[src/dcache_pkg.sv]
// Data cache shared definitions
package dcache_pkg;

    // Cache geometry, direct mapped with 16 byte lines
    localparam int DC_ADDR_WIDTH   = 32;
    localparam int DC_DATA_WIDTH   = 32;
    localparam int DC_WORD_SIZE    = 4;
    localparam int DC_LINE_SIZE    = 16;
    localparam int DC_OFFSET_WIDTH = 4;
    localparam int DC_INDEX_WIDTH  = 4;
    localparam int DC_TAG_WIDTH    = 24;
    localparam int DC_LINE_WIDTH   = DC_LINE_SIZE * 8;
    localparam int DC_NUM_SETS     = 1 << DC_INDEX_WIDTH;

    // Address fields
    typedef logic [DC_ADDR_WIDTH-1:0]   dc_addr_t;
    typedef logic [DC_TAG_WIDTH-1:0]    dc_tag_t;
    typedef logic [DC_INDEX_WIDTH-1:0]  dc_index_t;
    typedef logic [DC_OFFSET_WIDTH-1:0] dc_offset_t;

    // Bit j enables byte j of the word
    typedef logic [DC_WORD_SIZE-1:0]    dc_byte_sel_t;

    // Data word and line, byte k of a line sits at bits 8k and up
    typedef logic [DC_DATA_WIDTH-1:0]   dc_data_t;
    typedef logic [DC_LINE_WIDTH-1:0]   dc_line_t;

    // Request opcodes
    typedef enum logic [1:0] {
        DC_OP_LOAD  = 2'b00,
        DC_OP_STORE = 2'b01,
        DC_OP_FILL  = 2'b10
    } dc_op_t;

endpackage
[src/dcache.sv]
// Data cache pipeline top
`timescale 1ns/1ps

module dcache (
    input  logic                     clk,
    input  logic                     n_rst,

    input  logic                     i_req,
    input  dcache_pkg::dc_op_t       i_op,
    input  dcache_pkg::dc_addr_t     i_addr,
    input  dcache_pkg::dc_byte_sel_t i_byte_sel,
    input  dcache_pkg::dc_data_t     i_data,
    input  dcache_pkg::dc_line_t     i_fill_data,

    output logic                     o_ack,
    output logic                     o_hit,
    output dcache_pkg::dc_data_t     o_data,
    output logic                     o_victim_valid,
    output logic                     o_victim_dirty,
    output dcache_pkg::dc_addr_t     o_victim_addr,
    output dcache_pkg::dc_line_t     o_victim_data
);

    import dcache_pkg::*;

    dc_index_t    rd_index;

    // Request fields registered by d0
    logic         d0_req;
    logic         d0_wr_en;
    logic         d0_fill;
    dc_tag_t      d0_tag;
    dc_index_t    d0_index;
    dc_offset_t   d0_offset;
    dc_byte_sel_t d0_byte_sel;
    dc_data_t     d0_data;
    logic         d0_valid;
    logic         d0_dirty;
    dc_line_t     d0_fill_data;

    // Array read results
    logic         rd_valid;
    logic         rd_dirty;
    dc_tag_t      rd_tag;
    dc_line_t     rd_data;

    // d1 write, which also loops back as the d1 bypass
    logic         wr_en;
    dc_index_t    wr_index;
    dc_tag_t      wr_tag;
    dc_line_t     wr_data;
    logic         wr_valid;
    logic         wr_dirty;

    dcache_d0 u_d0 (
        .clk         (clk),
        .n_rst       (n_rst),
        .i_req       (i_req),
        .i_op        (i_op),
        .i_addr      (i_addr),
        .i_byte_sel  (i_byte_sel),
        .i_data      (i_data),
        .i_fill_data (i_fill_data),
        .o_rd_index  (rd_index),
        .o_req       (d0_req),
        .o_wr_en     (d0_wr_en),
        .o_fill      (d0_fill),
        .o_tag       (d0_tag),
        .o_index     (d0_index),
        .o_offset    (d0_offset),
        .o_byte_sel  (d0_byte_sel),
        .o_data      (d0_data),
        .o_valid     (d0_valid),
        .o_dirty     (d0_dirty),
        .o_fill_data (d0_fill_data)
    );

    dcache_array u_array (
        .clk        (clk),
        .n_rst      (n_rst),
        .i_rd_index (rd_index),
        .i_wr_en    (wr_en),
        .i_wr_index (wr_index),
        .i_wr_tag   (wr_tag),
        .i_wr_data  (wr_data),
        .i_wr_valid (wr_valid),
        .i_wr_dirty (wr_dirty),
        .o_rd_valid (rd_valid),
        .o_rd_dirty (rd_dirty),
        .o_rd_tag   (rd_tag),
        .o_rd_data  (rd_data)
    );

    dcache_d1 u_d1 (
        .clk                     (clk),
        .n_rst                   (n_rst),
        .i_req                   (d0_req),
        .i_wr_en                 (d0_wr_en),
        .i_tag                   (d0_tag),
        .i_index                 (d0_index),
        .i_offset                (d0_offset),
        .i_byte_sel              (d0_byte_sel),
        .i_data                  (d0_data),
        .i_valid                 (d0_valid),
        .i_dirty                 (d0_dirty),
        .i_fill                  (d0_fill),
        .i_fill_data             (d0_fill_data),
        .i_cache_rd_valid        (rd_valid),
        .i_cache_rd_dirty        (rd_dirty),
        .i_cache_rd_tag          (rd_tag),
        .i_cache_rd_data         (rd_data),
        .i_bypass_cache_wr_en    (wr_en),
        .i_bypass_cache_wr_index (wr_index),
        .i_bypass_cache_wr_tag   (wr_tag),
        .i_bypass_cache_wr_data  (wr_data),
        .i_bypass_cache_wr_valid (wr_valid),
        .i_bypass_cache_wr_dirty (wr_dirty),
        .o_cache_wr_en           (wr_en),
        .o_cache_wr_index        (wr_index),
        .o_cache_wr_tag          (wr_tag),
        .o_cache_wr_data         (wr_data),
        .o_cache_wr_valid        (wr_valid),
        .o_cache_wr_dirty        (wr_dirty),
        .o_ack                   (o_ack),
        .o_hit                   (o_hit),
        .o_data                  (o_data),
        .o_victim_valid          (o_victim_valid),
        .o_victim_dirty          (o_victim_dirty),
        .o_victim_addr           (o_victim_addr),
        .o_victim_data           (o_victim_data)
    );

endmodule

[src/dcache_d1.sv]
// Data cache hit check and write generation stage
`timescale 1ns/1ps

module dcache_d1 (
    input  logic                     clk,
    input  logic                     n_rst,

    input  logic                     i_req,
    input  logic                     i_wr_en,
    input  dcache_pkg::dc_tag_t      i_tag,
    input  dcache_pkg::dc_index_t    i_index,
    input  dcache_pkg::dc_offset_t   i_offset,
    input  dcache_pkg::dc_byte_sel_t i_byte_sel,
    input  dcache_pkg::dc_data_t     i_data,
    input  logic                     i_valid,
    input  logic                     i_dirty,
    input  logic                     i_fill,
    input  dcache_pkg::dc_line_t     i_fill_data,

    input  logic                     i_cache_rd_valid,
    input  logic                     i_cache_rd_dirty,
    input  dcache_pkg::dc_tag_t      i_cache_rd_tag,
    input  dcache_pkg::dc_line_t     i_cache_rd_data,

    input  logic                     i_bypass_cache_wr_en,
    input  dcache_pkg::dc_index_t    i_bypass_cache_wr_index,
    input  dcache_pkg::dc_tag_t      i_bypass_cache_wr_tag,
    input  dcache_pkg::dc_line_t     i_bypass_cache_wr_data,
    input  logic                     i_bypass_cache_wr_valid,
    input  logic                     i_bypass_cache_wr_dirty,

    output logic                     o_cache_wr_en,
    output dcache_pkg::dc_index_t    o_cache_wr_index,
    output dcache_pkg::dc_tag_t      o_cache_wr_tag,
    output dcache_pkg::dc_line_t     o_cache_wr_data,
    output logic                     o_cache_wr_valid,
    output logic                     o_cache_wr_dirty,

    output logic                     o_ack,
    output logic                     o_hit,
    output dcache_pkg::dc_data_t     o_data,
    output logic                     o_victim_valid,
    output logic                     o_victim_dirty,
    output dcache_pkg::dc_addr_t     o_victim_addr,
    output dcache_pkg::dc_line_t     o_victim_data
);

    import dcache_pkg::*;

    logic     bypass;
    dc_tag_t  line_tag;
    dc_line_t line_data;
    logic     line_valid;
    logic     line_dirty;
    logic     cache_hit;
    dc_data_t rd_word;
    dc_line_t merged_line;
    dc_addr_t victim_addr;

    // Our own write from last cycle has not reached the array yet
    assign bypass     = i_bypass_cache_wr_en & (i_bypass_cache_wr_index == i_index);
    assign line_tag   = bypass ? i_bypass_cache_wr_tag   : i_cache_rd_tag;
    assign line_data  = bypass ? i_bypass_cache_wr_data  : i_cache_rd_data;
    assign line_valid = bypass ? i_bypass_cache_wr_valid : i_cache_rd_valid;
    assign line_dirty = bypass ? i_bypass_cache_wr_dirty : i_cache_rd_dirty;

    assign cache_hit   = line_valid & (line_tag == i_tag);
    assign victim_addr = {line_tag, i_index, {DC_OFFSET_WIDTH{1'b0}}};

    // Load word extraction, bytes that would run past the line end read as zero
    always_comb begin
        int pos;
        rd_word = '0;
        for (int j = 0; j < DC_WORD_SIZE; j++) begin
            pos = int'(i_offset) + j;
            if (i_byte_sel[j] && pos < DC_LINE_SIZE) begin
                rd_word[j*8 +: 8] = line_data[pos*8 +: 8];
            end
        end
    end

    // Store merge at the offset, bytes past the line end are dropped
    always_comb begin
        int pos;
        merged_line = line_data;
        for (int j = 0; j < DC_WORD_SIZE; j++) begin
            pos = int'(i_offset) + j;
            if (i_byte_sel[j] && pos < DC_LINE_SIZE) begin
                merged_line[pos*8 +: 8] = i_data[j*8 +: 8];
            end
        end
    end

    always_ff @(posedge clk) begin
        if (~n_rst) begin
            o_cache_wr_en <= 1'b0;
            o_ack         <= 1'b0;
        end else begin
            o_cache_wr_en <= i_fill | (i_wr_en & cache_hit);
            o_ack         <= i_req;
        end
    end

    always_ff @(posedge clk) begin
        o_cache_wr_index <= i_index;
        o_cache_wr_tag   <= i_tag;
        o_cache_wr_data  <= i_fill ? i_fill_data : merged_line;
        o_cache_wr_valid <= i_valid;
        o_cache_wr_dirty <= i_dirty;
    end

    // Victim fields describe the line as it stood before this access
    always_ff @(posedge clk) begin
        o_hit          <= cache_hit;
        o_data         <= rd_word;
        o_victim_valid <= line_valid;
        o_victim_dirty <= line_dirty;
        o_victim_addr  <= victim_addr;
        o_victim_data  <= line_data;
    end

    // A fill always writes, and the line it writes is valid and clean
    a_fill_writes: assert property (@(posedge clk) disable iff (~n_rst)
        i_fill |=> (o_cache_wr_en && o_cache_wr_valid && !o_cache_wr_dirty));

endmodule

[src/dcache_array.sv]
// Data cache tag and line storage
`timescale 1ns/1ps

module dcache_array (
    input  logic                  clk,
    input  logic                  n_rst,

    input  dcache_pkg::dc_index_t i_rd_index,

    input  logic                  i_wr_en,
    input  dcache_pkg::dc_index_t i_wr_index,
    input  dcache_pkg::dc_tag_t   i_wr_tag,
    input  dcache_pkg::dc_line_t  i_wr_data,
    input  logic                  i_wr_valid,
    input  logic                  i_wr_dirty,

    output logic                  o_rd_valid,
    output logic                  o_rd_dirty,
    output dcache_pkg::dc_tag_t   o_rd_tag,
    output dcache_pkg::dc_line_t  o_rd_data
);

    import dcache_pkg::*;

    logic [DC_NUM_SETS-1:0] valid_q;
    logic [DC_NUM_SETS-1:0] dirty_q;
    dc_tag_t                tag_mem  [DC_NUM_SETS];
    dc_line_t               line_mem [DC_NUM_SETS];
    logic                   fwd;

    // Write first, a same-edge write to the read set is seen by the read
    assign fwd = i_wr_en & (i_wr_index == i_rd_index);

    always_ff @(posedge clk) begin
        if (~n_rst) begin
            valid_q    <= '0;
            dirty_q    <= '0;
            o_rd_valid <= 1'b0;
            o_rd_dirty <= 1'b0;
        end else begin
            if (i_wr_en) begin
                valid_q[i_wr_index] <= i_wr_valid;
                dirty_q[i_wr_index] <= i_wr_dirty;
            end
            o_rd_valid <= fwd ? i_wr_valid : valid_q[i_rd_index];
            o_rd_dirty <= fwd ? i_wr_dirty : dirty_q[i_rd_index];
        end
    end

    always_ff @(posedge clk) begin
        if (i_wr_en) begin
            tag_mem[i_wr_index]  <= i_wr_tag;
            line_mem[i_wr_index] <= i_wr_data;
        end
        o_rd_tag  <= fwd ? i_wr_tag  : tag_mem[i_rd_index];
        o_rd_data <= fwd ? i_wr_data : line_mem[i_rd_index];
    end

    a_wr_index_known: assert property (@(posedge clk) disable iff (~n_rst)
        i_wr_en |-> !$isunknown(i_wr_index));

endmodule

[src/dcache_d0.sv]
// Data cache request decode stage
`timescale 1ns/1ps

module dcache_d0 (
    input  logic                    clk,
    input  logic                    n_rst,

    input  logic                    i_req,
    input  dcache_pkg::dc_op_t      i_op,
    input  dcache_pkg::dc_addr_t    i_addr,
    input  dcache_pkg::dc_byte_sel_t i_byte_sel,
    input  dcache_pkg::dc_data_t    i_data,
    input  dcache_pkg::dc_line_t    i_fill_data,

    output dcache_pkg::dc_index_t   o_rd_index,

    output logic                    o_req,
    output logic                    o_wr_en,
    output logic                    o_fill,
    output dcache_pkg::dc_tag_t     o_tag,
    output dcache_pkg::dc_index_t   o_index,
    output dcache_pkg::dc_offset_t  o_offset,
    output dcache_pkg::dc_byte_sel_t o_byte_sel,
    output dcache_pkg::dc_data_t    o_data,
    output logic                    o_valid,
    output logic                    o_dirty,
    output dcache_pkg::dc_line_t    o_fill_data
);

    import dcache_pkg::*;

    dc_tag_t    addr_tag;
    dc_index_t  addr_index;
    dc_offset_t addr_offset;
    logic       store;
    logic       fill;

    assign addr_tag    = i_addr[DC_ADDR_WIDTH-1 -: DC_TAG_WIDTH];
    assign addr_index  = i_addr[DC_OFFSET_WIDTH +: DC_INDEX_WIDTH];
    assign addr_offset = i_addr[DC_OFFSET_WIDTH-1:0];

    // The array read starts in the same cycle as the request
    assign o_rd_index = i_req ? addr_index : '0;

    assign store = i_req & (i_op == DC_OP_STORE);
    assign fill  = i_req & (i_op == DC_OP_FILL);

    always_ff @(posedge clk) begin
        if (~n_rst) begin
            o_req   <= 1'b0;
            o_wr_en <= 1'b0;
            o_fill  <= 1'b0;
        end else begin
            o_req   <= i_req;
            o_wr_en <= store;
            o_fill  <= fill;
        end
    end

    // Stores leave the line dirty, fills bring it in clean
    always_ff @(posedge clk) begin
        o_tag       <= addr_tag;
        o_index     <= addr_index;
        o_offset    <= addr_offset;
        o_byte_sel  <= i_byte_sel;
        o_data      <= i_data;
        o_valid     <= store | fill;
        o_dirty     <= store;
        o_fill_data <= i_fill_data;
    end

    // Every request carries one defined opcode, so a fill never decodes as a store too
    a_fill_not_store: assert property (@(posedge clk) disable iff (~n_rst)
        i_req |-> (i_op inside {DC_OP_LOAD, DC_OP_STORE, DC_OP_FILL}));

endmodule

[config.mk]
export PLATFORM = sky130hd
export DESIGN_NAME = dcache
export DESIGN_NICKNAME = d
export VERILOG_FILES = /design/src/dcache_pkg.sv /design/src/dcache.sv /design/src/dcache_d1.sv /design/src/dcache_array.sv /design/src/dcache_d0.sv
export SDC_FILE = /design/constraint.sdc
export NUM_CORES = 2
export LEC_CHECK = 0
export ABC_AREA = 0
export BUFFER_PORTS_ARGS = -buffer_cell sky130_fd_sc_hd__buf_2
export CORE_MARGIN = 1.5
export CORE_UTILIZATION = 45
export CTS_BUF_LIST = sky130_fd_sc_hd__clkbuf_16
export CTS_CLUSTER_SIZE = 8
export DETAILED_ROUTE_END_ITERATION = 10
export HOLD_SLACK_MARGIN = 0.06
export PLACE_DENSITY = 0.66
export SYNTH_ARGS = -nofsm -noshare
export SYNTH_HDL_FRONTEND = slang
export SYNTH_SLANG_ARGS = --single-unit
[constraint.sdc]
create_clock -name clk -period 8.4 [get_ports clk]
set_clock_uncertainty 0.05 [all_clocks]
set_input_delay 0.84 -clock clk [delete_from_list [all_inputs] [get_ports clk]]
set_output_delay 0.84 -clock clk [all_outputs]
set_load 0.03 [all_outputs]
==> impl_metrics.tcl <==
set metrics [dict create \
    nets 7705 \
    drive_above_1_share_pct 24.8 \
    cts_root_buffer "clkbuf_16" \
    dr.pass1.iters 8 \
    start_util_pct 45.2 \
    status "completed" \
    crit_start "u_d0.o_offset[0]" \
    clock_latency_ps 980 \
    synth_top_family_by_area "multiplexers" \
    fillers 20700 \
    drt_iter0_drc 10900 \
    cts.htree.levels 5 \
    synth-edff-count 2432 \
    postSynth.topFlopCell "edfxtp_1" \
    endpoint_kind "flip-flop" \
    synth_adder_area_share_pct 0.169 \
    max_cap_viol_count 0 \
    gp_congestion 1.03 \
    hold_path_depth 1 \
    setup_violations 0 \
    dieArea_um2 267000 \
    viasPerCell 6.35 \
    synth_area_leaders "edfxtp_1 61%, mux4_2 13%, dfxtp_1 9.9%, mux2i_1 1.7%, nand2_1 1.7%" \
    synth_area_um2 119000 \
    grtUsageTotal_pct 31.0 \
    synth.most_common_cell "edfxtp_1" \
    ys_types 99 \
    synth_compound_area_share_pct 5.95 \
    synth_xor_area_share_pct 0.483 \
    antenna_left 0 \
    cts.reportedPaths.clkPinSlew_ps 60 \
    multiInputGateArea_um2 31700 \
    critical_path_class "reg2reg" \
    synth_top_area_cell "edfxtp_1" \
    dpl.hpwl_mm 257 \
    finalMaxSlewViolations 0 \
    wirelength_mm 418 \
    rr_endpoint "u_d1.o_cache_wr_data[84]" \
    synth_area_per_cell_um2 17.7 \
    syn_inst 6707 \
    die_h_um 517 \
    hold_viol 0 \
    utilization_pct 53.0 \
    cts_buffer_depth 4 \
    pwr_density_cell_nw_per_um2 257 \
    synthSimpleGateAreaFrac_pct 3.83 \
    cts.sinks 3018 \
    period_share_pct 62.5 \
    vias 72100 \
    required_ps 9170 \
    min_to "u_d0.o_index[1]" \
    drc_errors 0 \
    coreArea_um2 263000 \
    rsz0062_at_grt "no" \
    max_freq_mhz 190 \
    hold_class "in2reg" \
    numCtsBuffers 422 \
    ios 397 \
    worst_pin_slew_ps 1340 \
    fin_crit_ps 5250 \
    reg2reg_from "u_d0.o_offset[0]" \
    synthMuxAreaShare_pct 16.0 \
    port_buffers 392 \
    path_max_fanout 58 \
    antenna_found_initial 66 \
    grt_pass1_wl_mm 571 \
    ys_seq_area_share_pct 71.4 \
    fin_total_pwr_w 0.0357 \
    dieWidth_um 517 \
    rr_worst_depth 10 \
    hold_start "i_addr[5]" \
    post_cts_resized 0 \
    p_leak_nw 47.6 \
    critPathArrivalTime_ps 6020 \
    setup_tns_ps 0 \
    grt_overflow 0 \
    tritoncts "built" \
    grt_pass1_vias 71200 \
    async_reset_ff_share_pct 0 \
    start_kind "flip-flop" \
    synthTopCellsByCount "2432 x edfxtp_1, 692 x mux4_2, 586 x dfxtp_1" \
    relSlewSlack_pct 10.1 \
    area_growth_syn_to_layout_pct 17.1 \
    wl_per_cell_um 36.9 \
    grt_max_degree 132 \
    ys_ff_latch 3018 \
    ff2ff_setup_slack_ps 3150 \
    final-seq-area_um2 84800 \
    ir_drop_mv 0.266 \
    ys_warn_count 0 \
    synth_top_cell_area_share_pct 61.5 \
    rows 188 \
]
metrics by stage:
step	instances	instance area (um^2)	hold slack (ps)	setup WS (ps)
2_1_floorplan	6710	119000	260	191
3_3_place_gp	10400	125000	263	3430
3_5_place_dp	10400	125000	264	3490
4_1_cts	11300	139000	104	3420
5_1_grt	11300	139000	132	3170
6_report	11300	139000	160	3150
state kept, by name, summed over array words and instances (netlist names), 16 cells and up, named ones only:
| signal | count |
|---|---|
| u_array.line_mem | 2048 |
| u_array.tag_mem | 384 |
| u_d0.o_fill_data | 128 |
| u_d1.o_cache_wr_data | 128 |
| u_d1.o_victim_data | 128 |
| u_d0.o_data | 32 |
| u_d1.o_data | 32 |
| u_d1.o_victim_addr | 25 |
| u_d0.o_tag | 24 |
| u_d1.o_cache_wr_tag | 24 |
| u_array.dirty_q | 16 |
| u_array.valid_q | 16 |
worst max-delay path by stage:
stage	slack (ps)	depth (start not counted)	endpoint
after floorplan	190	3	u_array.line_mem[12][0]
after global placement	3430	10	u_d1.o_cache_wr_data[84]
after detailed placement	3490	7	u_d1.o_cache_wr_data[27]
after CTS	3420	12	u_d1.o_cache_wr_data[27]
after global routing	3170	11	u_d1.o_cache_wr_data[16]
final	3150	10	u_d1.o_cache_wr_data[84]
cell type report:
class | instances | share of cell area [%]
Sequential cell | 3018 | 61.0
Clock buffer | 425 | 7.65
Inverter | 88 | 0.277
Timing Repair Buffer | 778 | 4.09
Tap cell | 3515 | 3.16
Antenna cell | 40 | 0.0720
Clock inverter | 302 | 1.05
Multi-Input combinational cell | 3180 | 22.8
power by group:
group          switching (W)  internal, W  total (W)
Sequential          0.000843       0.0168     0.0177
Clock                0.00628      0.00905     0.0153
Combinational        0.00177     0.000921    0.00269
Total                0.00889       0.0268     0.0357
kinds of logic (layout without fill, tap and decap cells):
logic type | Yosys count | count (layout)
AO/OA/AOI/OAI | 1057 | 1057
buffers and inverters | 512 | 1593
XOR/XNOR | 64 | 64
multiplexers | 1014 | 1014
AND/OR/NAND/NOR | 1025 | 1025
other | 1 | 44
adder cells (fa/ha/maj) | 16 | 16
flip-flops | 3018 | 3018
routing by layer:
metal / up-vias / wire length, um / GRT usage (%)
met3: 930 / 45200 / 7.49
met1: 37700 / 163000 / 42.5
li1: 28700 / - / -
met4: 16 / 23400 / 15.8
met5: - / 127 / 0
met2: 4812 / 187000 / 46.2
cells in the final DEF, fill, tap and decap left out, types with 27 or more instances in the layout:
master	count
nand2_1	525
o221ai_1	31
a21boi_0	32
inv_1	349
dlygate4sd3_1	194
a211oi_1	76
xnor2_1	48
clkbuf_16	425
o22ai_1	50
edfxtp_1	2432
nand3_1	75
buf_4	165
nor2_1	197
mux2i_1	191
a221oi_1	28
mux4_2	692
dfxtp_1	577
buf_12	27
nor3_1	32
mux2_2	102
a31oi_1	67
diode_2	40
buf_2	392
o31ai_1	31
o211ai_1	57
a21oi_1	330
o21ai_0	113
a22oi_1	27
critical path, stage by stage, from the launching register on:
cell and delay (ps):
dfxtp_4 540, buf_4 720, ha_1 450, xnor2_2 100
buf_4 220, nor2_1 470, nand2_1 310, nor3_2 910
mux2i_1 360, a311oi_1 760, o21ai_1 180
repair_timing:
item / in CTS / in global routing
hold buffers: 194 / 0
setup buffers: 0 / 0
hold endpoints to repair: 194 / 0
endpoints found under the setup margin: 0 / 0
Power figures use the tool's default switching activity.
